**src/pcap_replay_pkg.sv**
```systemverilog
// Capture-and-replay engine constants shared by every block
`default_nettype none

package pcap_replay_pkg;

  // Stream widths
  localparam int DATA_W = 32;
  localparam int TUSER_W = 32;
  // One-hot destination field, one bit per queue
  localparam int DST_PORT_POS = 24;

  localparam int NUM_QUEUES = 4;
  localparam int QID_W = 2;

  // Each queue owns a fixed region of the word memory
  localparam int REGION_DEPTH = 64;
  localparam int REGION_W = 6;
  localparam int MEM_ADDR_W = 8;
  // Data plus last flag on top
  localparam int MEM_W = 33;

  localparam int OUT_DEPTH = 8;
  localparam int OUT_MARGIN = 2;

  // Controller states
  localparam logic [1:0] ST_CAPTURE = 2'd0;
  localparam logic [1:0] ST_REPLAY = 2'd1;
  localparam logic [1:0] ST_DRAIN = 2'd2;

endpackage

`default_nettype wire
```
**src/replay_ctrl.sv**
```systemverilog
// Replay controller sequencing capture, round-robin read grants and drain
`default_nettype none

module replay_ctrl (
  input  logic                                   axi_aclk,
  input  logic                                   rst,
  input  logic                                   replay_start,
  input  logic                                   capture_clear,
  input  logic                                   in_packet,
  input  logic [pcap_replay_pkg::NUM_QUEUES-1:0] pending,
  input  logic [pcap_replay_pkg::NUM_QUEUES-1:0] room,
  input  logic                                   in_flight,
  output logic                                   capture_en,
  output logic                                   clear,
  output logic                                   start,
  output logic                                   grant_valid,
  output logic [pcap_replay_pkg::QID_W-1:0]      grant_qid,
  output logic                                   replay_busy
);

  logic [1:0]                             state;
  logic [pcap_replay_pkg::QID_W-1:0]      last_qid;
  logic [pcap_replay_pkg::QID_W-1:0]      cand;
  logic [pcap_replay_pkg::NUM_QUEUES-1:0] eligible;

  // Start only between packets
  assign start = (state == pcap_replay_pkg::ST_CAPTURE) && replay_start && !in_packet;
  assign clear = (state == pcap_replay_pkg::ST_CAPTURE) && capture_clear;
  assign capture_en = (state == pcap_replay_pkg::ST_CAPTURE) && !start;
  assign replay_busy = (state != pcap_replay_pkg::ST_CAPTURE);
  assign eligible = pending & room;

  // Search starts just after the last granted queue
  always_comb begin
    grant_valid = 1'b0;
    grant_qid = last_qid;
    cand = last_qid;
    if (state == pcap_replay_pkg::ST_REPLAY) begin
      for (int i = pcap_replay_pkg::NUM_QUEUES; i >= 1; i--) begin
        cand = last_qid + i[pcap_replay_pkg::QID_W-1:0];
        if (eligible[cand]) begin
          grant_valid = 1'b1;
          grant_qid = cand;
        end
      end
    end
  end

  always_ff @(posedge axi_aclk) begin
    if (rst) begin
      state    <= pcap_replay_pkg::ST_CAPTURE;
      last_qid <= '0;
    end else begin
      if (grant_valid) begin
        last_qid <= grant_qid;
      end
      case (state)
        pcap_replay_pkg::ST_CAPTURE: begin
          if (start) begin
            state <= pcap_replay_pkg::ST_REPLAY;
          end
        end
        pcap_replay_pkg::ST_REPLAY: begin
          if (pending == '0) begin
            state <= pcap_replay_pkg::ST_DRAIN;
          end
        end
        // Wait out reads already issued
        pcap_replay_pkg::ST_DRAIN: begin
          if (!in_flight) begin
            state <= pcap_replay_pkg::ST_CAPTURE;
          end
        end
        default: begin
          state <= pcap_replay_pkg::ST_CAPTURE;
        end
      endcase
    end
  end

endmodule

`default_nettype wire

```
**config.mk**
```make
export PLATFORM = sky130hd
export DESIGN_NAME = replay_ctrl
export DESIGN_NICKNAME = d
export VERILOG_FILES = /design/src/pcap_replay_pkg.sv /design/src/replay_ctrl.sv
export SDC_FILE = /design/constraint.sdc
export NUM_CORES = 1
export LEC_CHECK = 0
export ABC_AREA = 1
export BUFFER_PORTS_ARGS = -buffer_cell sky130_fd_sc_hd__buf_4
export CAP_MARGIN = 10
export CORE_AREA = 2 2 39 41
export CTS_BUF_LIST = sky130_fd_sc_hd__clkbuf_8
export DETAILED_ROUTE_END_ITERATION = 7
export DIE_AREA = 0 0 41 43
export PLACE_DENSITY = 0.63
export RECOVER_POWER = 100
export SYNTH_ARGS = -nofsm -noshare
export SYNTH_HDL_FRONTEND = slang
export SYNTH_SLANG_ARGS = --single-unit
```
**constraint.sdc**
```tcl
create_clock -name axi_aclk -period 1.33 [get_ports axi_aclk]
set_input_delay 0.266 -clock axi_aclk [delete_from_list [all_inputs] [get_ports axi_aclk]]
set_output_delay 0.266 -clock axi_aclk [all_outputs]
set_load 0.05 [all_outputs]
```
# == Word-level counts from Yosys, hierarchy flattened ==
# Index checks and enable logic that the tools add are counted.
# Widths: inputs -> output; s select.
# op_classes
n_eq_ne,5
addsub,3
bitwise_logic,1
n_shift,0
n_reduce_logical,10
n_mul,0
n_lt_le_gt_ge,4
mux,21
n_div,0
# ops
cell,n
$mux 2,7
$lt 2x3->1 const B,4
$mux 1,9
$bmux 1 s2,4
$pmux 2 s3,1
$add 2x2->2 const B,2
$and 4x4->4,1
$logic_and 1x1->1,4
$logic_not 4->1,1
$ne 2x2->1 const B,2
$reduce_and 3->1,1
$add 2x1->2 const B,1
$eq 2x1->1 const B,1
$eq 2x2->1 const B,1
$logic_not 1->1,2
$logic_not 2->1,1
$ne 2x1->1 const B,1
$reduce_bool 2->1,1
# word_totals
latchBits,0
mem_bits_rw,0
out_inout_bits,7
regBits,4
rom_bits,0
n_memories,0

# == Logic depth before layout (Yosys ltp) ==
# logic_depth
depth_word,8
depth_mapped,11
depth_no_buf,10

# == Worst setup path before layout ==
# No wires, ideal clock.
# synth_timing
path_kind,register -> output
from,reg state[1]
to,out capture_en
arrival_ns,2.264
required_ns,1.064
stages_incl_launch_ff,7
slack_ns,-1.200
path_cell_list,dfxtp_1 -> nor2_1 -> inv_1 -> nor3_1 -> inv_1 -> nand2_1 -> inv_1
# synth_between
elab_chain_cells,5
# synth_rtl
element,line_no,text
start: declaration,replay_ctrl.sv:21,logic [1:0] state;
start signal: assignment,replay_ctrl.sv:51,state <= pcap_replay_pkg::ST_CAPTURE;
start signal: assignment,replay_ctrl.sv:60,state <= pcap_replay_pkg::ST_REPLAY;
start signal: assignment,replay_ctrl.sv:65,state <= pcap_replay_pkg::ST_DRAIN;
$logic_not 2->1,replay_ctrl.sv:27,assign start = (state == pcap_replay_pkg::ST_CAPTURE) && replay_start && !in_packet;
$logic_and 1x1->1 (2 in a row),replay_ctrl.sv:27,
named net start,replay_ctrl.sv:15,"output logic start,"
$logic_not 1->1,replay_ctrl.sv:29,assign capture_en = (state == pcap_replay_pkg::ST_CAPTURE) && !start;
$logic_and 1x1->1,replay_ctrl.sv:29,
end: declaration,replay_ctrl.sv:13,"output logic capture_en,"
# The timed path passes the listed nets, and every way through them passes these cells.

# == Worst setup path after layout ==
# layout_timing
from,reg last_qid[0] (netlist name)
to,out grant_qid[0] (netlist name)
# layout_between
elab_chain_cells,7
elab_cells_between_ends,13
classes_between,add/sub: 3; mux: 10
# layout_rtl
element,line_no,text
start: declaration,replay_ctrl.sv:22,logic [pcap_replay_pkg::QID_W-1:0] last_qid;
start signal: assignment,replay_ctrl.sv:55,last_qid <= grant_qid;
$add 2x2->2,replay_ctrl.sv:40,cand = last_qid + i[pcap_replay_pkg::QID_W-1:0];
$bmux 1 s2,replay_ctrl.sv:41,if (eligible[cand]) begin
$mux 1 (implied by the code),replay_ctrl.sv:41,
$mux 2 (3 in a row),replay_ctrl.sv:41,
$mux 2 *,replay_ctrl.sv:38,if (state == pcap_replay_pkg::ST_REPLAY) begin
end: declaration,replay_ctrl.sv:17,"output logic [pcap_replay_pkg::QID_W-1:0] grant_qid,"
# Mark *: on every way between the ends. The rest lies on a longest branch, timed or not. The select of a mux whose other input is x is not followed.

==> run_results.csv <==
group,metric,value,unit
sta,drv_slew,0,
floorplanning,die-height,43,µm
pwr,p_per_area,977,nW/µm²
final_layout,drive_gt1_share,68.1,%
yosys,synthTopCellsByArea,"nand2_1, dfxtp_1, inv_1, nand2_2, nand3_1",
yosys,yosys_warnings,0,
route,routed_wl,1580,µm
clock_tree,root_buffer,"clkbuf_8",
pwr,power,915,µW
clock_tree,clock-sinks,4,
final_layout,final_cells,132,
critical_path,reg2reg_from,"last_qid[0]$_SDFFE_PP0P_",
sta,fin_crit,1.76,ns
clock_tree,cts_buffer_depth,2,
route,drt_first_pass_iters,4,
critical_path,crit_path_max_fanout,7,
yosys,ys_seq_area_share,19.6,%
yosys,synth_nets,88,
yosys,synth_compound_area_share,12.5,%
flow_run,cap_viol_max_count,0,
worst_hold_path,whs_path_depth,2,
yosys,yosys.area_share.simple,52.9,%
final_layout,nNetsFinal,132,
grt,grt_pass1_wl,2200,µm
final_layout,areaGrowthSynthToFinish,129,%
sta,hold_viol_final,0,
worst_hold_path,hold-path-endpoint,"last_qid[0]$_SDFFE_PP0P_",
yosys,yosysUniqueCellTypes,17,
grt,grt_pass1_vias,599,
floorplanning,die_area,1760,µm²
place,dpl.hpwl,989,µm
yosys,ys_ff_latch,4,
final_layout,antenna_cells,0,
sta,fin_ws,-0.429,ns
sta,fin_crit_sh,132,%
sta,rsz0062_at_grt,"true",
pwr,leakage,0.000457,µW
yosys,synth_top_family_by_area,"simple AND/OR/NAND/NOR gates",
clock_tree,holdBufCountCts,0,
sta,skew,0.00458,ns
yosys,synthMuxAreaShare,0,%
yosys,synth.avg_cell_area,5.53,µm²
grt,grt_max_degree,8,
critical_path,crit_path_end_kind,"output pin",
yosys,syn_inst,74,
critical_path,r2r_cells,11,
critical_path,reg2reg_to,"last_qid[0]$_SDFFE_PP0P_",
grt,antenna_found_initial,0,
floorplanning,core-area,1380,µm²
sta,tightest_slew,0.186,ns
floorplanning,die_width,41,µm
floorplanning,initial_core_util,29.6,%
run_status,violations,"negative setup slack",
grt,globalRouteOverflowTotal,0,
critical_path,critPathKind,"flip-flop to output pin",
worst_hold_path,hold_start,"rst",
worst_hold_path,hold_class,"primary input to flip-flop",
route,vias,620,
place,dp.cells,123,
final_layout,final_util,67.7,%
yosys,synth-xor-area-share,0,%
sta,fmax,568,MHz
route,drc,0,
final_layout,register_area,87.6,µm²
route,viasPerCell,4.70,
floorplanning,row_count,14,
sta,finalSetupViolations,8,
yosys,synth_area_leader_cell,"nand2_1",
clock_tree,tritoncts,"done",
critical_path,arrival,1.49,ns
yosys,syn_area,409,µm²
place,placed_area,728,µm²
yosys,synthAdderAreaFrac,0,%
clock_tree,cts.clk_slew.worst_paths,0.03,ns
clock_tree,cts-buffers-inserted,3,
sta,slew_headroom,87.6,%
floorplanning,io_pins,21,
critical_path,reg2reg_slack,-0.09,ns
final_layout,fill_cells,117,
grt,track_usage,18.5,%
pwr,ir_drop,0.000616,V
final_layout,multi_input_area,373,µm²
clock_tree,clock_latency,0.22,ns
critical_path,required,1.06,ns
clock_tree,htreeDepth,1,
place,gp_congestion,0.832,
route,drt_iter0_drc,7,
run_status,status,"finished with violations",
route,detail-route-antenna-nets,0,
critical_path,start_kind,"flip-flop",
place,port_buffers,20,
final_layout,fin_area,937,µm²
yosys,synth_top_cell_area_share,23.9,%
route,post_drt_wl_per_cell,11.9,µm
cell type report:
| cell class | instances | share of cell area (%) |
|---|---|---|
| clock buffer | 3 | 4.41 |
| inverter | 12 | 5.87 |
| multi-input combinational | 57 | 39.8 |
| sequential | 4 | 9.35 |
| tap | 16 | 2.14 |
| timing repair buffer | 40 | 38.5 |
synth_stat cells:
cell type   n
a41oi_1     1
nor3_1      1
a21oi_1     2
o21ai_0     3
nand3_1     6
dfxtp_1     4
inv_6       1
nor2_1      8
buf_6       1
inv_2       1
a21oi_2     1
nor2_2      2
nand3_2     1
inv_1      10
o21ai_2     1
nand2_2     5
nand2_1    26
where the power goes:
part	switching, µW	internal (µW)
clock network	70.7	194
registers	13.2	130
logic	277	231
per-layer routing:
| metal | global-route usage (%) | vias up | share of wire, % |
|---|---|---|---|
| li1 | - | 313 | - |
| met4 | 10.0 | 0 | 2.2 |
| met5 | 0 | - | 0 |
| met1 | 18.4 | 279 | 35 |
| met3 | 3.66 | 5 | 5.2 |
| met2 | 32.8 | 23 | 57 |
worst max-delay path by stage:
| stage | startpoint | end | slack (ns) | cells after the start |
|---|---|---|---|---|
| final | last_qid[0]$_SDFFE_PP0P_ | grant_qid[0] | -0.43 | 10 |
| after detailed placement | last_qid[0]$_SDFFE_PP0P_ | grant_qid[0] | -0.27 | 10 |
| after global routing | last_qid[0]$_SDFFE_PP0P_ | grant_qid[0] | -0.50 | 11 |
| after global placement | last_qid[0]$_SDFFE_PP0P_ | grant_qid[0] | -0.26 | 10 |
| after CTS | last_qid[0]$_SDFFE_PP0P_ | grant_qid[0] | -0.40 | 11 |
| after floorplan | state[1]$_SDFFE_PP0P_ | capture_en | -0.34 | 6 |
kinds of logic (layout without fill, tap and decap cells):
| family | count (synthesis) | in the layout |
|---|---|---|
| DFF | 4 | 4 |
| AOI/OAI and AO/OA | 8 | 8 |
| and+or+nand+nor | 49 | 49 |
| buffers and inverters | 13 | 55 |
sequential cells by signal, summed over array words and instances (netlist names):
register / count
last_qid: 2
state: 2
critical path, cell delays in order, from the launching register on:
cell and delay [ns]:
dfxtp_4 0.40, inv_6 0.06, nand2_1 0.08, nand2_2 0.08
nand2_2 0.07, nand2_2 0.06, o21ai_2 0.13, nand2_1 0.08
nand2_2 0.10, nand2_4 0.06, buf_8 0.14
metrics by stage:
step | hold WS, ns | setup TNS (ns) | worst slack, ns
final | 0.226 | -2.00 | -0.429
after global routing | 0.227 | -2.55 | -0.497
after CTS | 0.223 | -1.50 | -0.400
after detailed placement | 0.454 | -0.789 | -0.274
after global placement | 0.452 | -0.745 | -0.264
after floorplan | 0.321 | -0.938 | -0.339
cell usage in the layout (no fill, tap or decap), drive strengths merged:
master	netlist	layout
a21oi	3	3
a41oi	1	1
buf	1	40
clkbuf	0	3
dfxtp	4	4
inv	12	12
nand2	31	31
nand3	7	7
nor2	10	10
nor3	1	1
o21ai	4	4
timing repair:
item	CTS	global route
endpoints found under the setup margin	7	9
pin swaps	3	3
gates resized for setup	21	19
setup buffers	3	4
Power figures use the tool's default switching activity.
