`src/pcap_replay_pkg.sv`:
```
// Capture-and-replay engine constants shared by every block
`default_nettype none

package pcap_replay_pkg;

  // Stream widths
  localparam int DATA_W = 32;
  localparam int TUSER_W = 32;
  // One-hot destination field, one bit per queue
  localparam int DST_PORT_POS = 24;

  localparam int NUM_QUEUES = 4;
  localparam int QID_W = 2;

  // Each queue owns a fixed region of the word memory
  localparam int REGION_DEPTH = 64;
  localparam int REGION_W = 6;
  localparam int MEM_ADDR_W = 8;
  // Data plus last flag on top
  localparam int MEM_W = 33;

  localparam int OUT_DEPTH = 8;
  localparam int OUT_MARGIN = 2;

  // Controller states
  localparam logic [1:0] ST_CAPTURE = 2'd0;
  localparam logic [1:0] ST_REPLAY = 2'd1;
  localparam logic [1:0] ST_DRAIN = 2'd2;

endpackage

`default_nettype wire
```
`src/packet_mem_if.sv`:
```
// Packet memory bus with one write port and one read port
`default_nettype none

interface packet_mem_if;

  logic                                 wr_en;
  logic [pcap_replay_pkg::MEM_ADDR_W-1:0] wr_addr;
  logic [pcap_replay_pkg::MEM_W-1:0]      wr_data;

  logic                                 rd_en;
  logic [pcap_replay_pkg::MEM_ADDR_W-1:0] rd_addr;
  // Valid one cycle after rd_en
  logic [pcap_replay_pkg::MEM_W-1:0]      rd_data;
  logic                                 rd_valid;

  modport capture (
    output wr_en, wr_addr, wr_data
  );

  modport replay (
    output rd_en, rd_addr,
    input  rd_data, rd_valid
  );

  modport store (
    input  wr_en, wr_addr, wr_data, rd_en, rd_addr,
    output rd_data, rd_valid
  );

endinterface

`default_nettype wire

```
`src/replay_reader.sv`:
```
// Replay reader walking each queue region and routing read words to the output buffers
`default_nettype none

module replay_reader (
  input  logic                                    axi_aclk,
  input  logic                                    rst,
  input  logic                                    start,
  input  logic                                    grant_valid,
  input  logic [pcap_replay_pkg::QID_W-1:0]       grant_qid,
  input  logic [pcap_replay_pkg::NUM_QUEUES-1:0][pcap_replay_pkg::REGION_W:0] tails,
  output logic [pcap_replay_pkg::NUM_QUEUES-1:0]  pending,
  output logic                                    in_flight,
  packet_mem_if.replay                            mem,
  output logic [pcap_replay_pkg::NUM_QUEUES-1:0]  buf_wr_en,
  output logic [pcap_replay_pkg::MEM_W-1:0]       buf_wr_data
);

  logic [pcap_replay_pkg::NUM_QUEUES-1:0][pcap_replay_pkg::REGION_W:0] rd_ptrs;
  logic [pcap_replay_pkg::QID_W-1:0] issue_qid;
  logic [pcap_replay_pkg::QID_W-1:0] return_qid;

  always_comb begin
    for (int q = 0; q < pcap_replay_pkg::NUM_QUEUES; q++) begin
      pending[q] = rd_ptrs[q] < tails[q];
    end
  end

  assign in_flight = mem.rd_en || mem.rd_valid;

  always_ff @(posedge axi_aclk) begin
    if (rst) begin
      rd_ptrs   <= '0;
      mem.rd_en <= 1'b0;
    end else begin
      mem.rd_en <= grant_valid;
      // Tails are kept, so every replay restarts at offset 0
      if (start) begin
        rd_ptrs <= '0;
      end else if (grant_valid) begin
        rd_ptrs[grant_qid] <= rd_ptrs[grant_qid] + 1'b1;
      end
    end
  end

  // Queue id follows its read through the memory latency
  always_ff @(posedge axi_aclk) begin
    mem.rd_addr <= {grant_qid, rd_ptrs[grant_qid][pcap_replay_pkg::REGION_W-1:0]};
    issue_qid   <= grant_qid;
    return_qid  <= issue_qid;
  end

  always_comb begin
    buf_wr_en = '0;
    buf_wr_en[return_qid] = mem.rd_valid;
  end

  assign buf_wr_data = mem.rd_data;

  a_grant_pending: assert property (
    @(posedge axi_aclk) disable iff (rst)
    grant_valid |-> pending[grant_qid]
  );

endmodule

`default_nettype wire

```
`src/flat_wrapper.sv`:
```
// flat-port wrapper written by rule: the top's interface ports become plain ports
module replay_reader_flat 
  (axi_aclk, rst, start, grant_valid, grant_qid, tails, pending, in_flight, buf_wr_en, buf_wr_data, mem_rd_en, mem_rd_addr, mem_rd_data, mem_rd_valid);
  packet_mem_if mem_i ();
  input  logic axi_aclk;
  input  logic rst;
  input  logic start;
  input  logic grant_valid;
  input  logic [pcap_replay_pkg::QID_W-1:0] grant_qid;
  input  logic [pcap_replay_pkg::NUM_QUEUES-1:0][pcap_replay_pkg::REGION_W:0] tails;
  output logic [pcap_replay_pkg::NUM_QUEUES-1:0] pending;
  output logic in_flight;
  output logic [pcap_replay_pkg::NUM_QUEUES-1:0] buf_wr_en;
  output logic [pcap_replay_pkg::MEM_W-1:0] buf_wr_data;
  output wire logic [$bits(mem_i.rd_en)-1:0] mem_rd_en;
  output wire logic [$bits(mem_i.rd_addr)-1:0] mem_rd_addr;
  input wire logic [$bits(mem_i.rd_data)-1:0] mem_rd_data;
  input wire logic [$bits(mem_i.rd_valid)-1:0] mem_rd_valid;
  assign mem_rd_en = mem_i.rd_en;
  assign mem_rd_addr = mem_i.rd_addr;
  assign mem_i.rd_data = mem_rd_data;
  assign mem_i.rd_valid = mem_rd_valid;
  replay_reader u_core (.axi_aclk(axi_aclk), .rst(rst), .start(start), .grant_valid(grant_valid), .grant_qid(grant_qid), .tails(tails), .pending(pending), .in_flight(in_flight), .mem(mem_i), .buf_wr_en(buf_wr_en), .buf_wr_data(buf_wr_data));
endmodule
```
`config.mk`:
```
export PLATFORM = sky130hd
export DESIGN_NAME = replay_reader_flat
export DESIGN_NICKNAME = d
export VERILOG_FILES = /design/src/pcap_replay_pkg.sv /design/src/packet_mem_if.sv /design/src/replay_reader.sv /design/src/flat_wrapper.sv
export SDC_FILE = /design/constraint.sdc
export NUM_CORES = 1
export LEC_CHECK = 0
export BUFFER_PORTS_ARGS = -buffer_cell sky130_fd_sc_hd__buf_4
export CAP_MARGIN = 15
export CORE_MARGIN = 2
export CORE_UTILIZATION = 46
export DETAILED_ROUTE_END_ITERATION = 10
export HOLD_SLACK_MARGIN = 0.12
export PLACE_DENSITY = 0.88
export SLEW_MARGIN = 5
export SYNTH_ARGS = -nofsm -noshare
export SYNTH_HDL_FRONTEND = slang
export SYNTH_SLANG_ARGS = --single-unit
```
`constraint.sdc`:
```
create_clock -name axi_aclk -period 2.5 [get_ports axi_aclk]
set_clock_uncertainty 0.1 [all_clocks]
set_input_delay 0.5 -clock axi_aclk [delete_from_list [all_inputs] [get_ports axi_aclk]]
set_output_delay 0.5 -clock axi_aclk [all_outputs]
set_load 0.03 [all_outputs]
```
Word level (Yosys, flattened, before mapping)
Index checks and enable logic that the tools add are counted.

storage, ports and cells
  flip-flop bits (word level) = 41
  bits of input ports = 68
  output and inout bits = 51
  logic and storage cells = 29

operators by class
  add/sub/neg operators = 1
  $lt $le $gt $ge = 8
  muxes and demuxes = 7
  bitwise gates (word level) = 1
  reduce and logical (&&, ||, !) cells = 4

operator list
  operator               count
  $bwmux W28             1
  $lt A7 B7 Y1           4
  $bmux W7 S2            1
  $demux W7 S2           1
  $mux W7                2
  $add A7 B1 Y7 const B  1
  $lt A2 B3 Y1 const B   2
  $and A4 B4 Y4          1
  $ge A2 B1 Y1 const B   2
  $demux W1 S2           1
  $logic_and A1 B1 Y1    2
  $reduce_or A2 Y1       1
  $logic_or A1 B1 Y1     1
  $mux W1                1

Depth between registers and ports, before layout
  word-level depth = 5
  gate-level depth with buffers = 7
  gate-level depth less buffers = 6

Worst setup path after synthesis
Ideal clock, no wire load.

  path kind = input -> output
  start point = input port tails[1] in the netlist's numbering
  end point = output port pending[0] in the netlist's numbering
  data arrival time = 1.694 ns
  data required time = 1.900 ns
  slack = 0.206 ns
  cell stages on the path = 6
  path buffers = 0
  cells stage by stage = inv_1 -> ha_1 -> a21o_1 -> a21oi_1 -> o21ai_0 -> a31oi_1

on the way
  cells in the longest elaborated chain, start to end = 1

ends and longest elaborated chain
  element             line                 text
  start: declaration  flat_wrapper.sv:10   input logic [pcap_replay_pkg::NUM_QUEUES-1:0][pcap_replay_pkg::REGION_W:0] tails;
  $lt A7 B7 Y1        replay_reader.sv:24  pending[q] = rd_ptrs[q] < tails[q];
  end: declaration    flat_wrapper.sv:11   output logic [pcap_replay_pkg::NUM_QUEUES-1:0] pending;

Every way passes these cells.

Worst setup path in the final report
  start point = register u_core.rd_ptrs[22] in the netlist's numbering
  end point = output port pending[3] in the netlist's numbering

on the way
  cells in the longest elaborated chain, start to end = 1

ends and longest elaborated chain
  element                           line                 text
  start: declaration                replay_reader.sv:18  logic [pcap_replay_pkg::NUM_QUEUES-1:0][pcap_replay_pkg::REGION_W:0] rd_ptrs;
  start signal: indexed assignment  replay_reader.sv:40  rd_ptrs[grant_qid] <= rd_ptrs[grant_qid] + 1'b1;
  $lt A7 B7 Y1                      replay_reader.sv:24

Every way passes these cells.

==> results.ini <==
[sta]
setup_viol=0
max_clock_freq_mhz=435
layout_setup_ws_ps=204
hold_viol=0
worst_pin_slew_ps=805
rsz0062_at_grt=false
min_period_over_period=0.919
fin_crit_ps=2300
whs_ps=255
fin_tns_setup_ps=0
slew_headroom=0.461
maxSlewViolCount=0

[logic_synthesis]
synth-edff-count=0
synth_cell_types=30
syn-num-nets=349
async_flop_share=0
synthTopCellsByArea=dfxtp_1 (33%), ha_1 (13%), buf_4 (11%), a211oi_1 (5.1%), mux4_2 (4.8%)
yosys_warnings=0
synth_top_area_cell=dfxtp_1
syn_area_per_cell_um2=9.12
ys_ff_latch=39
netlist_instances=256
yosysSeqAreaShare=0.334
synth_area_mm2=0.00234
synth.top_cell.area_share=0.334
synth_top_flop_cell=dfxtp_1

[global_routing]
grt_busiest_layer=met2
grt_usage=0.179
met2_usage=0.282
antenna_found_initial=0
grt-ovfl-total=0
grt_pass1_wl_um=7490
grt_pass1_vias=1566
use_met1=0.228
gr-usage-met3=0.0482
grt_max_degree=25

[floorplanning]
ioPinCount=119
rows=25
die_h_um=75.3
core_area_mm2=0.00482
die-area_mm2=0.00566
die_x_um=75.3
start_util=0.485

[final_layout]
post_route_cells_drive_above_1_share=0.261
area_growth_syn_to_layout_pct=13.1
diodes=0
post-route-util=0.549
fin_cells=343
final_nets=369

[placed_design]
dp_hpwl_um=3940
dp.cells=336
io_buffers=52
post-place-ws_ps=189
place.gp.congestion=0.864

[critical_path]
end_kind=output port
worstPathMaxFanout=3
path_class=reg -> out
critPathTopFamily=compound AO/OA/AOI/OAI gates
slowest_delay_ps=370
crit_buf_inv=1
path_cells=ha_1 -> a21o_1 -> a21oi_1 -> o21ai_0 -> a31oi_1 -> buf_4
worst_path_max_delay_cell=dfxtp_1
arrival_ps=1700
start_kind=flop
worstPathRequired_ps=1900

[drt]
vias_per_cell=5.14
wl_per_cell_um=13.9
wirelength_um=4760
vias=1763
dr.first_iter.drc_count=156
dr.pass1.iters=4
final_antenna_net_count=0
drc=0

[clocking]
root_buffer=clkbuf_8
clkSinkCount=39
cts_tree=built
cts_resized=0
clk_pin_slew_ps=70
clock_latency_ps=290
post-cts-setup-buffers=0
cts_made_buffers=5
cts_max_level=2
ctsHoldBuffers=0
clockBufferDepth=2

[flow_run]
maxCapViolations=0

[min_path]
hp-class=reg -> reg

[power_and_ir_drop]
ir_drop_v=0.000183
power_density_mw_per_mm2=500
p_leak_nw=1.27

[status]
status=complete, no violations

layer usage:
layer / routed length (um) / vias up
met5: 0 / -
met4: 73 / 0
met3: 374 / 6
met2: 2290 / 70
met1: 2020 / 811
li1: - / 876
through the flow:
step                area [um2]  total power, mW
floorplan                 2340            0.859
global placement          2540            0.832
detailed placement        2540            0.840
CTS                       2640             1.33
global route              2640             1.38
finish                    2640             1.32
cell type report:
type                    instances  area [um2]
fillers                       467        2170
inverters                      26        97.6
clock buffers                   6        72.6
repair buffers                 55         413
well taps                      67        83.8
clock inverters                 1        30.0
flip-flops and latches         39         781
multi-input cells             149        1160
flip-flops by register name, summed over array words and instances, names as in the netlist:
signal / flops
u_core.rd_ptrs: 28
u_core.mem.rd_en: 1
u_core.return_qid: 2
u_core.issue_qid: 1
u_core.mem.rd_addr: 7
worst paths after layout:
check,startpoint,end,slack (ps),cells past startpoint
hold reg to reg,u_core.issue_qid[1],u_core.return_qid[1],260,0
setup / recovery,u_core.rd_ptrs[22],pending[3],200,6
setup reg to reg,u_core.rd_ptrs[22],u_core.rd_ptrs[16],630,4
hold / removal,u_core.issue_qid[1],u_core.return_qid[1],260,0
placed cells by master (no fill, tap or decap), types with 2 or more instances in the layout:
cell      synthesis  layout
nor3b_1           2       2
or2_2             2       2
ha_1             25      25
dfxtp_1          39      39
inv_1            26      26
nor2_1           28      28
a211oi_1         16      16
nor3_1            3       3
clkbuf_8          0       5
and3_1            2       2
nand3_1           3       3
a21oi_1          12      12
mux4_2            5       5
a21o_1            8       8
buf_4            34      55
o21ai_0           8       8
a31oi_1           4       4
xnor2_1           5       5
mux2i_1           4       4
xor2_1            2       2
nand2_1           9       9
nand2b_1          4       4
worst register-to-register path: cells and delay by family (launching register included):
family                     cells  cell delay [ps]
muxes                          1              520
AOI/OAI and AO/OA              1              130
adders and majority gates      1              250
xor gates and xnor gates       1              390
DFF                            1              340
Yosys cell counts, types with 2 or more instances:
| cell type | number |
|---|---|
| dfxtp_1 | 39 |
| xnor2_1 | 5 |
| nor3_1 | 3 |
| nor2_1 | 28 |
| nor3b_1 | 2 |
| or2_2 | 2 |
| mux4_2 | 5 |
| nand2_1 | 9 |
| buf_4 | 34 |
| inv_1 | 26 |
| a211oi_1 | 16 |
| a31oi_1 | 4 |
| xor2_1 | 2 |
| nand2b_1 | 4 |
| mux2i_1 | 4 |
| o21ai_0 | 8 |
| nand3_1 | 3 |
| ha_1 | 25 |
| clkbuf_1 | 7 |
| a21o_1 | 8 |
| a21oi_1 | 12 |
| and3_1 | 2 |
report_power, final:
part | internal [mW] | switching (mW)
Combinational | 0.0869 | 0.0919
Clock | 0.292 | 0.205
Sequential | 0.635 | 0.0103
Total | 1.01 | 0.308
kinds of logic (layout without fill, tap and decap cells):
family          count (synthesis)  after routing  share of synthesized area
fa+ha+maj                      25             25                      0.134
mux                            10             10                     0.0766
simple gates                   58             58                      0.124
compound gates                 48             48                      0.131
buf+inv                        68             88                      0.167
flops                          39             39                      0.334
xor+xnor                        8              8                     0.0332
Note: power is estimated with default switching activity, not from simulation.
