==> src/pcap_replay_pkg.sv <==
// Capture-and-replay engine constants shared by every block
`default_nettype none

package pcap_replay_pkg;

  // Stream widths
  localparam int DATA_W = 32;
  localparam int TUSER_W = 32;
  // One-hot destination field, one bit per queue
  localparam int DST_PORT_POS = 24;

  localparam int NUM_QUEUES = 4;
  localparam int QID_W = 2;

  // Each queue owns a fixed region of the word memory
  localparam int REGION_DEPTH = 64;
  localparam int REGION_W = 6;
  localparam int MEM_ADDR_W = 8;
  // Data plus last flag on top
  localparam int MEM_W = 33;

  localparam int OUT_DEPTH = 8;
  localparam int OUT_MARGIN = 2;

  // Controller states
  localparam logic [1:0] ST_CAPTURE = 2'd0;
  localparam logic [1:0] ST_REPLAY = 2'd1;
  localparam logic [1:0] ST_DRAIN = 2'd2;

endpackage

`default_nettype wire
==> src/stream_fifo.sv <==
// Output buffer for one queue, presenting its head word as an AXI-Stream master
`default_nettype none

module stream_fifo (
  input  logic                               axi_aclk,
  input  logic                               rst,
  input  logic                               wr_en,
  input  logic [pcap_replay_pkg::MEM_W-1:0]  wr_data,
  output logic                               room,
  output logic [pcap_replay_pkg::DATA_W-1:0] m_axis_tdata,
  output logic                               m_axis_tlast,
  output logic                               m_axis_tvalid,
  input  logic                               m_axis_tready
);

  logic [pcap_replay_pkg::MEM_W-1:0]                slots [pcap_replay_pkg::OUT_DEPTH];
  logic [$clog2(pcap_replay_pkg::OUT_DEPTH)-1:0]   wr_ptr;
  logic [$clog2(pcap_replay_pkg::OUT_DEPTH)-1:0]   rd_ptr;
  logic [$clog2(pcap_replay_pkg::OUT_DEPTH+1)-1:0] count;
  logic                                            pop;

  assign pop = m_axis_tvalid && m_axis_tready;
  assign m_axis_tvalid = (count != '0);
  assign {m_axis_tlast, m_axis_tdata} = slots[rd_ptr];
  // Spare slots cover reads still in flight
  assign room = count < (pcap_replay_pkg::OUT_DEPTH - pcap_replay_pkg::OUT_MARGIN);

  always_ff @(posedge axi_aclk) begin
    if (rst) begin
      wr_ptr <= '0;
      rd_ptr <= '0;
      count  <= '0;
    end else begin
      if (wr_en) begin
        wr_ptr <= wr_ptr + 1'b1;
      end
      if (pop) begin
        rd_ptr <= rd_ptr + 1'b1;
      end
      case ({wr_en, pop})
        2'b10:   count <= count + 1'b1;
        2'b01:   count <= count - 1'b1;
        default: count <= count;
      endcase
    end
  end

  always_ff @(posedge axi_aclk) begin
    if (wr_en) begin
      slots[wr_ptr] <= wr_data;
    end
  end

  a_no_overflow: assert property (
    @(posedge axi_aclk) disable iff (rst)
    wr_en |-> (count != pcap_replay_pkg::OUT_DEPTH)
  );

endmodule

`default_nettype wire

==> config.mk <==
export PLATFORM = sky130hd
export DESIGN_NAME = stream_fifo
export DESIGN_NICKNAME = d
export VERILOG_FILES = /design/src/pcap_replay_pkg.sv /design/src/stream_fifo.sv
export SDC_FILE = /design/constraint.sdc
export NUM_CORES = 1
export LEC_CHECK = 0
export ABC_AREA = 0
export BUFFER_PORTS_ARGS = -buffer_cell sky130_fd_sc_hd__buf_2
export CORE_MARGIN = 1.5
export CORE_UTILIZATION = 35
export CTS_BUF_LIST = sky130_fd_sc_hd__clkbuf_2 sky130_fd_sc_hd__clkbuf_4 sky130_fd_sc_hd__clkbuf_8
export CTS_CLUSTER_DIAMETER = 120
export DETAILED_ROUTE_END_ITERATION = 6
export PLACE_DENSITY = 0.63
export SLEW_MARGIN = 20
export SYNTH_ARGS = -nofsm -noshare
export SYNTH_HDL_FRONTEND = slang
export SYNTH_SLANG_ARGS = --single-unit
==> constraint.sdc <==
create_clock -name axi_aclk -period 6.8 [get_ports axi_aclk]
set_input_delay 1.02 -clock axi_aclk [delete_from_list [all_inputs] [get_ports axi_aclk]]
set_output_delay 1.02 -clock axi_aclk [all_outputs]
set_load 0.005 [all_outputs]
; ---- Yosys cells after proc, flatten, opt, wreduce, memory -nomap -nowiden
; Memory sizes are Yosys's and may differ from the RTL's. A register that Yosys moved wholly into a read port is not among the register bits.
; Cells that the tools add are included.
; W data, S select, Z words.
[word_totals]
ff_bits = 10
ram_bits = 264
inputBits = 37
output_inout_bits = 35
memories = 1
[classes]
addsub = 4
n_lt_le_gt_ge = 1
n_eq_ne = 2
muxes = 5
reduce_logical = 3
[memory_table]
columns = name, words, word_bits, rd, rd_ports_with_merged_regs, wr, line
row1 = slots, 8, 33, 1, 1, 1, stream_fifo.sv:16  ; logic [pcap_replay_pkg::MEM_W-1:0] slots [pcap_replay_pkg::OUT_DEPTH];
[ops]
columns = cell, count
row1 = $pmux W4 S2, 1
row2 = $add A3 B1 Y3 const B, 2
row3 = $mux W3, 2
row4 = $add A4 B1 Y4 const B, 1
row5 = $lt A4 B3 Y1 const B, 1
row6 = $reduce_bool A4 Y1, 1
row7 = $sub A4 B1 Y4 const B, 1
row8 = $eq A2 B1 Y1 const B, 1
row9 = $eq A2 B2 Y1 const B, 1
row10 = $mux W1, 2
row11 = $reduce_bool A2 Y1, 1
row12 = $logic_and A1 B1 Y1, 1

; ---- Longest topological paths before layout
; Gate-level depths: netlist of the first run.
[logic_depth]
depth_word = 4
mapped_depth = 9
ltp_nobuf = 8

; ---- Worst setup path before layout of the first run
; OpenSTA, ideal clock, no wires.
[synth_path]
kind = input port to flip-flop
startpoint = in wr_en
endpoint = mem slots[0][0] in the netlist's numbering (enable)
setup_time_ns = 0.464
arrival_ns = 3.388
required_ns = 6.336
slack_ns = 2.948
path_stages = 2
path_cell_list = nand2b_1 -> nor3_1
[synth_via]
elab_chain_cells = 2
[synth_rtl]
columns = element, line
row1 = "start, declared", stream_fifo.sv:7  ; input logic wr_en,
row2 = $mux W1, stream_fifo.sv:49  ; if (wr_en) begin
row3 = $mux W1 (implied by the code), stream_fifo.sv:50  ; slots[wr_ptr] <= wr_data;
row4 = "end, declared", stream_fifo.sv:16
; Every way passes these cells.

==> results.sh, run 1 <==
export IMPL_die_w_um=177
export IMPL_pwr_share_seq=0.496
export IMPL_slowest_delay_ps=750
export IMPL_syn_nets=496
export IMPL_initial_core_util=0.356
export IMPL_track_usage=0.138
export IMPL_comb_power_share=0.168
export IMPL_clock_sinks=277
export IMPL_antenna_found_initial=2
export IMPL_skew_ps=27.5
export IMPL_drt_iter0_markers=287
export IMPL_hold_viol_final=0
export IMPL_nets=605
export IMPL_worstSetupStartpointType="flop"
export IMPL_cp_max_fo=42
export IMPL_core_sq_mm=0.0296
export IMPL_clock_latency_ps=570
export IMPL_worst_setup_path_type="reg -> out"
export IMPL_required_ps=5780
export IMPL_yosys_top_cells_area="edfxtp_1, mux4_2, mux2_2"
export IMPL_synth_top_area_frac=0.751
export IMPL_p_leak_nw=3.95
export IMPL_drtPass1Iterations=4
export IMPL_wirelength_um=20800
export IMPL_cap_violations=0
export IMPL_synthTopCellsByCount="edfxtp_1, mux4_2, mux2_2, nor2_1, dfxtp_1"
export IMPL_cp_top_family="multiplexers"
export IMPL_slew_violations=0
export IMPL_port_buffers=71
export IMPL_sw_frac_of_total=0.245
export IMPL_syn_avg_cell_area_sq_um=23.2
export IMPL_grt_max_degree=67
export IMPL_io_pins=72
export IMPL_synthFlopType="edfxtp_1"
export IMPL_cp_slowest_cell="buf_4"
export IMPL_die_area_sq_mm=0.0312
export IMPL_cts_buffers=45
export IMPL_ys_seq_elements=277
export IMPL_cts_setup_buffers=0
export IMPL_grt_pass1_vias=5485
export IMPL_ys_seq_area_frac=0.776
export IMPL_setup_viol=0
export IMPL_min_path_type="reg -> reg"
export IMPL_drc=0
export IMPL_synth_most_common_cell="edfxtp_1"
export IMPL_path_buf_inv=2
export IMPL_max_freq_mhz=244
export IMPL_clock_path_buffers=3
export IMPL_post_cts_resized=0
export IMPL_gp_congestion=0.672
export IMPL_final_antenna_net_count=0
export IMPL_synthCells=454
export IMPL_power_density_mw_per_mm2=332
export IMPL_intPower_mw=3.08
export IMPL_grt_pass1_wl_um=31700
export IMPL_grt_ovfl_total=0
export IMPL_wl_per_cell_um=21.2
export IMPL_place_inst=906
export IMPL_relSlewSlack=0.335
export IMPL_root_buffer="clkbuf_8"
export IMPL_post_route_min_period_ps=4100
export IMPL_power_mw=4.08
export IMPL_rsz0062_at_grt="false"
export IMPL_tightest_slew_ps=998
export IMPL_cp_arrival_ps=3080
export IMPL_synth_top_area_cell="edfxtp_1"
export IMPL_final_setup_tns_ps=0
export IMPL_via_count=4832
export IMPL_cp_cell_sequence="buf_4 > mux4_1 > mux2_2 > buf_2"
export IMPL_async_flop_share=0
export IMPL_cts_tree="built"
export IMPL_status="finished, final reports clean"
export IMPL_netlist_area_sq_mm=0.0106
export IMPL_fin_crit_sh=0.604
export IMPL_ys_warn_count=0
export IMPL_row_count=63
export IMPL_ir_drop_mv=0.144
export IMPL_power_switching_uw=999
export IMPL_die_y_um=177
export IMPL_area_growth_pct=16.4
export IMPL_crit_path_end_kind="primary output"
export IMPL_clk_pin_slew_ps=60
export IMPL_hold_buffers=0
export IMPL_viasPerCell=4.91
export IMPL_fin_cells=984
export IMPL_synth_edf_count=264
export IMPL_clkPwrFrac=0.336
export IMPL_h_tree_depth=2
export IMPL_hpwl_um=11500
export IMPL_synth_cell_type_count=26
export IMPL_drive_above_1_share=0.437
[placed cells by master (no fill, tap or decap), drive strengths merged]
cell type,synthesis,routed
xor2,5,5
clkinvlp,0,1
mux4,66,66
buf,12,82
bufinv,0,1
nor3,3,3
nor2,16,16
clkbuf,8,60
mux2i,2,2
a211oi,1,1
o21ai,1,1
inv,1,1
ha,5,5
diode,0,1
dfxtp,13,13
mux2,34,34
a21oi,5,5
xnor2,2,2
nand2b,5,5
clkinv,0,15
nor2b,1,1
edfxtp,264,264
nor4,1,1
o41a,1,1
or3,1,1
nand2,6,6
or2,1,1
[stage by stage]
step | setup slack, ps | cell area (sq um) | util | hold slack (ps)
4_1_cts | 2550 | 12300 | 0.414 | 496
3_5_place_dp | 3170 | 11400 | 0.385 | 483
6_report | 2700 | 12300 | 0.414 | 496
3_3_place_gp | 3200 | 11400 | 0.385 | 465
2_1_floorplan | 2950 | 10600 | - | 468
5_1_grt | 2390 | 12300 | 0.414 | 536
[kinds of logic after synthesis]
group / synth area share
AOI/OAI and AO/OA: 0.00462
xor gates and xnor gates: 0.00581
adders and majority gates: 0.00593
buffers and inverters: 0.0117
DFF: 0.776
muxes: 0.181
and+or+nand+nor: 0.0146
[cell type report]
cell class | instances | area, sq um
Fill cell | 2635 | 17400
Multi-Input combinational cell | 156 | 2290
Tap cell | 390 | 488
Inverter | 1 | 3.75
Timing Repair Buffer | 82 | 438
Clock buffer | 60 | 732
Clock inverter | 17 | 128
Antenna cell | 1 | 2.50
Sequential cell | 277 | 8200
[worst paths after layout]
check / slack [ps] / endpoint / cells after the start / startpoint
setup reg to reg: 4420 / count[2] / 8 / count[2]
hold reg to reg: 500 / flop / 2 / rd_ptr[1]
hold / removal: 500 / flop / 2 / rd_ptr[1]
setup / recovery: 2700 / m_axis_tdata[1] / 4 / flop
[worst reg2reg max path, stage by stage, from the launching register on]
cell	delay, ps
dfxtp_1	360
o41a_1	550
ha_1	320
xor2_1	180
ha_1	190
a21oi_1	160
xor2_1	110
or3_1	320
a21oi_1	150
[state kept, by name, indices dropped and copies added, names as in the netlist, named ones only]
register  count
slots       264
count         4
rd_ptr        3
wr_ptr        3
[power by group through the flow]
stage	Clock [mW]	Combinational [mW]	Sequential, mW
finish	1.37	0.686	2.02
global route	1.48	0.753	2.04
CTS	1.41	0.707	2.03
detailed placement	0	0.703	2.06
global placement	0	0.689	2.06
floorplan	0	0.579	1.98
[layer usage]
metal,up-vias,wire length [um],GRT usage
li1,2132,-,-
met1,2525,8650,0.165
met2,118,10700,0.242
met3,55,943,0.0331
met4,2,543,0.0466
met5,-,13,0
Note: power is estimated with default switching activity, not from simulation.
==> inputs of run 2 (changes only) <==
==> constraint.sdc (replaced) <==
create_clock -name axi_aclk -period 4 [get_ports axi_aclk]
set_input_delay 0.6 -clock axi_aclk [delete_from_list [all_inputs] [get_ports axi_aclk]]
set_output_delay 0.6 -clock axi_aclk [all_outputs]
set_load 0.005 [all_outputs]
==> run 2 against run 1 <==
  * Clock power up 73%
  * First-iteration DRC count up 32%
  * Die area unchanged
  * Non-clock buffer count up 1
  * Cell count unchanged
  * Critical path depth unchanged
  * Hold slack worse by 180 ps
  * Via count up 0.52%
  * Combinational power up 69%
==> results.sh, run 2 (same netlist as run 1, synthesis figures left out) <==
export IMPL_status="finished, final reports clean"
export IMPL_holdPathEnd="slots[5][5]"
export IMPL_reg2reg_from="count[2]"
export IMPL_row_count=63
export IMPL_grt_pass1_vias=5287
export IMPL_regMostFlops="slots"
export IMPL_hold_viol_final=0
export IMPL_die_w_um=177
export IMPL_gp_congestion=0.665
export IMPL_worstSetupStartpointType="flop"
export IMPL_track_usage=0.136
export IMPL_h_tree_depth=2
export IMPL_post_cts_resized=0
export IMPL_cp_max_fo=37
export IMPL_skew_ps=27.7
export IMPL_setup_viol=0
export IMPL_clock_sinks=277
export IMPL_hp_start="wr_data[5]"
export IMPL_worst_setup_path_type="reg -> out"
export IMPL_hold_buffers=0
export IMPL_final_antenna_net_count=0
export IMPL_io_pins=72
export IMPL_fin_crit_sh=0.827
export IMPL_ir_drop_mv=0.234
export IMPL_largest_reg_flops=264
export IMPL_min_path_type="in -> reg"
export IMPL_port_buffers=71
export IMPL_drc=0
export IMPL_drive_above_1_share=0.441
export IMPL_nets=606
export IMPL_area_growth_pct=16.8
export IMPL_viasPerCell=4.94
export IMPL_cp_arrival_ps=2710
export IMPL_rsz0062_at_grt="false"
export IMPL_clock_latency_ps=550
export IMPL_grt_max_degree=67
export IMPL_hpwl_um=11500
export IMPL_max_freq_mhz=302
export IMPL_wl_per_cell_um=20.9
export IMPL_clk_pin_slew_ps=60
export IMPL_root_buffer="clkbuf_8"
export IMPL_relSlewSlack=0.316
export IMPL_via_count=4857
export IMPL_reg2reg_to="count[2]"
export IMPL_p_leak_nw=3.97
export IMPL_drt_iter0_markers=380
export IMPL_rr_worst_depth=8
export IMPL_grt_ovfl_total=0
export IMPL_initial_core_util=0.356
export IMPL_most_common_layout_cells="edfxtp_1, buf_2, mux4_2"
export IMPL_slew_violations=0
export IMPL_core_sq_mm=0.0296
export IMPL_cts_tree="built"
export IMPL_final_setup_tns_ps=0
export IMPL_die_area_sq_mm=0.0312
export IMPL_cts_buffers=45
export IMPL_holdPathStages=1
export IMPL_reg2reg_slack_ps=1690
export IMPL_fill_cells=2632
export IMPL_clock_path_buffers=3
export IMPL_cts_setup_buffers=0
export IMPL_antenna_found_initial=0
export IMPL_largestRegisters="slots (264), count (4)"
export IMPL_layout_commonest_cell="edfxtp_1"
export IMPL_drtPass1Iterations=4
export IMPL_cap_violations=0
export IMPL_tightest_slew_ps=1030
export IMPL_crit_path_end_kind="primary output"
export IMPL_power_density_mw_per_mm2=569
export IMPL_holdWs_ps=317
export IMPL_die_y_um=177
export IMPL_grt_pass1_wl_um=31400
export IMPL_wirelength_um=20600
export IMPL_post_route_min_period_ps=3310
export IMPL_required_ps=3400
export IMPL_diodes=0
run 2: worst max-delay path, cell delays in order, from the launching register on:
cell,delay [ps]
dfxtp_4,850
buf_4,380
mux4_2,530
mux2_2,290
buf_2,130
run 2: worst max-delay path by stage:
stage / from / endpoint / slack [ps] / cells after the start
finish: flop / m_axis_tdata[20] / 690 / 4
global route: flop / m_axis_tdata[20] / 460 / 4
CTS: flop / m_axis_tdata[20] / 530 / 4
detailed placement: flop / m_axis_tdata[20] / 1120 / 4
global placement: flop / m_axis_tdata[20] / 1160 / 4
floorplan: wr_en / slots[0][0] / 570 / 2
run 2: routing by layer:
metal | GRT usage | vias to the layer above | share of wire
met3 | 0.0307 | 41 | 0.047
li1 | - | 2130 | -
met2 | 0.239 | 130 | 0.51
met1 | 0.169 | 2556 | 0.42
met4 | 0.0395 | 0 | 0.020
met5 | 0 | - | 0
run 2: metrics by stage:
stage | std cells | setup WS, ps | instance area (sq um) | total power, mW | utilization
floorplan | 454 | 568 | 10600 | 4.35 | -
global placement | 907 | 1160 | 11400 | 4.69 | 0.386
detailed placement | 907 | 1120 | 11400 | 4.74 | 0.386
CTS | 984 | 529 | 12300 | 7.12 | 0.416
global route | 984 | 456 | 12300 | 7.35 | 0.416
finish | 984 | 692 | 12300 | 7.01 | 0.416
run 2: area by class of cell:
cell class                      instances  area [sq um]  area share
Clock inverter                          9          78.8     0.00640
Inverter                                1          3.75    0.000305
Multi-Input combinational cell        156          2290       0.186
Sequential cell                       277          8200       0.666
Timing Repair Buffer                   83           458      0.0372
Clock buffer                           68           798      0.0648
Tap cell                              390           488      0.0396
run 2: power breakdown:
part           internal, mW  switching [mW]
combinational         0.723           0.440
clock                  1.34            1.03
sequential             3.28           0.199
total                  5.34            1.67
==> inputs of run 3 (changes only) <==
--- a/config.mk
+++ b/config.mk
@@ -12,7 +12,7 @@
 export CTS_BUF_LIST = sky130_fd_sc_hd__clkbuf_2 sky130_fd_sc_hd__clkbuf_4 sky130_fd_sc_hd__clkbuf_8
 export CTS_CLUSTER_DIAMETER = 120
 export DETAILED_ROUTE_END_ITERATION = 6
-export PLACE_DENSITY = 0.63
+export PLACE_DENSITY = 0.65
 export SLEW_MARGIN = 20
 export SYNTH_ARGS = -nofsm -noshare
 export SYNTH_HDL_FRONTEND = slang
==> constraint.sdc (replaced) <==
create_clock -name axi_aclk -period 2.95 [get_ports axi_aclk]
set_input_delay 0.4425 -clock axi_aclk [delete_from_list [all_inputs] [get_ports axi_aclk]]
set_output_delay 0.4425 -clock axi_aclk [all_outputs]
set_load 0.005 [all_outputs]
==> run 3 against run 2 <==
  * Clock power increased by 37%
  * Critical endpoint is now m_axis_tdata[27]
  * Clock skew decreased by 5.3 ps
  * Hold slack got worse by 170 ps
  * Sequential power increased by 31%
  * Global-route usage about the same
  * Critical path depth unchanged
  * Core utilization increased by 0.47 points
  * First-iteration DRC count decreased by 22%
  * Highest routed layer unchanged
  * Routed wire length decreased by 0.21%
==> results.sh, run 3 (same netlist as run 1, synthesis figures left out) <==
export IMPL_power_mw=9.55
export IMPL_post_route_min_period_ps=2770
export IMPL_clkPwrFrac=0.340
export IMPL_cp_top_family="multiplexers"
export IMPL_grt_ovfl_total=0
export IMPL_nets=615
export IMPL_core_sq_mm=0.0296
export IMPL_max_freq_mhz=361
export IMPL_drive_above_1_share=0.446
export IMPL_drtPass1Iterations=4
export IMPL_cp_arrival_ps=2330
export IMPL_sw_frac_of_total=0.242
export IMPL_largestRegisters="slots (264), count (4)"
export IMPL_cts_tree="built"
export IMPL_h_tree_depth=2
export IMPL_hpwl_um=11800
export IMPL_rsz0062_at_grt="false"
export IMPL_cts_buffers=46
export IMPL_die_y_um=177
export IMPL_pwr_share_seq=0.479
export IMPL_fin_ws_ps=182
export IMPL_status="finished, final reports clean"
export IMPL_largest_reg_flops=264
export IMPL_tightest_slew_ps=593
export IMPL_cp_cell_sequence="buf_12 > mux4_1 > mux2_2 > buf_2"
export IMPL_intPower_mw=7.25
export IMPL_drt_iter0_markers=296
export IMPL_hold_buffers=0
export IMPL_die_w_um=177
export IMPL_antenna_found_initial=1
export IMPL_grt_pass1_wl_um=31200
export IMPL_drc=0
export IMPL_grt_pass1_vias=5285
export IMPL_relSlewSlack=0.604
export IMPL_worstSetupStartpointType="flop"
export IMPL_layout_commonest_cell="edfxtp_1"
export IMPL_grt_max_degree=39
export IMPL_place_ws_ps=554
export IMPL_gp_congestion=0.718
export IMPL_power_switching_mw=2.31
export IMPL_most_common_layout_cells="edfxtp_1, buf_2, mux4_2"
export IMPL_cts_setup_buffers=0
export IMPL_stdcell_area_sq_mm=0.0125
export IMPL_cp_max_fo=28
export IMPL_track_usage=0.136
export IMPL_initial_core_util=0.356
export IMPL_comb_power_share=0.182
export IMPL_met3_length_um=958
export IMPL_met1Wirelength_um=8810
export IMPL_area_growth_pct=18.1
export IMPL_final_antenna_net_count=0
export IMPL_clock_path_buffers=3
export IMPL_min_path_type="in -> reg"
export IMPL_routed_top_layer="met4"
export IMPL_setup_viol=0
export IMPL_via_count=4824
export IMPL_regMostFlops="slots"
export IMPL_p_leak_nw=4.03
export IMPL_final_setup_tns_ps=0
export IMPL_crit_path_end_kind="primary output"
export IMPL_io_pins=72
export IMPL_cap_violations=0
export IMPL_path_buf_inv=2
export IMPL_hold_viol_final=0
export IMPL_power_density_mw_per_mm2=767
export IMPL_die_area_sq_mm=0.0312
export IMPL_place_area_sq_mm=0.0115
export IMPL_post_cts_resized=0
export IMPL_clock_sinks=277
export IMPL_root_buffer="clkbuf_8"
export IMPL_clk_pin_slew_ps=60
export IMPL_required_ps=2510
export IMPL_viasPerCell=4.84
export IMPL_fin_crit_sh=0.938
export IMPL_cp_slowest_cell="mux4_1"
export IMPL_wl_per_cell_um=20.6
export IMPL_skew_ps=22.4
export IMPL_worst_setup_path_type="reg -> out"
export IMPL_ir_drop_mv=0.421
export IMPL_slew_violations=0
export IMPL_wl_met2_um=10300
export IMPL_wirelength_um=20600
export IMPL_slowest_delay_ps=570
export IMPL_port_buffers=71
export IMPL_row_count=63
export IMPL_clock_latency_ps=550
## run 3: layout make-up
cell class                 count  area (sq um)
sequential                   277          8200
clock buffer                  62           772
clock inverter                19           135
timing repair buffer          91           556
antenna                        1          2.50
tap                          390           488
multi-input combinational    156          2310
fill                        2628         17200
inverter                       1          3.75
## run 3: worst register-to-register path, cell delays in order, from the launching register on
cell,delay [ps]
dfxtp_1,360
o41a_1,550
ha_1,300
xor2_1,170
ha_1,190
a21oi_1,170
xor2_1,130
or3_1,330
a21oi_1,150
## run 3: power groups by stage
stage	combinational [mW]	sequential (mW)	clock, mW
4_1_cts	1.78	4.58	3.35
6_report	1.73	4.57	3.25
5_1_grt	1.90	4.59	3.51
3_5_place_dp	1.78	4.66	0
2_1_floorplan	1.34	4.56	0
3_3_place_gp	1.74	4.65	0
## run 3: worst paths after layout
path | start | to | slack, ps | cells past startpoint
setup / recovery | flop | m_axis_tdata[27] | 180 | 4
hold reg to reg | rd_ptr[1] | flop | 500 | 2
setup reg to reg | count[2] | count[2] | 530 | 8
hold / removal | wr_data[27] | slots[3][27] | 150 | 1
## run 3: metrics by stage
step / instances / util / hold slack (ps)
finish: 997 / 0.420 / 150
global route: 996 / 0.420 / 129
CTS: 996 / 0.420 / 109
detailed placement: 915 / 0.390 / 497
global placement: 915 / 0.390 / 499
floorplan: 454 / - / 468
## run 3: per-layer routing
layer  vias up  global-route usage
li1       2154                   -
met1      2510               0.174
met2       120               0.232
met3        40              0.0314
met4         0              0.0403
met5         -                   0
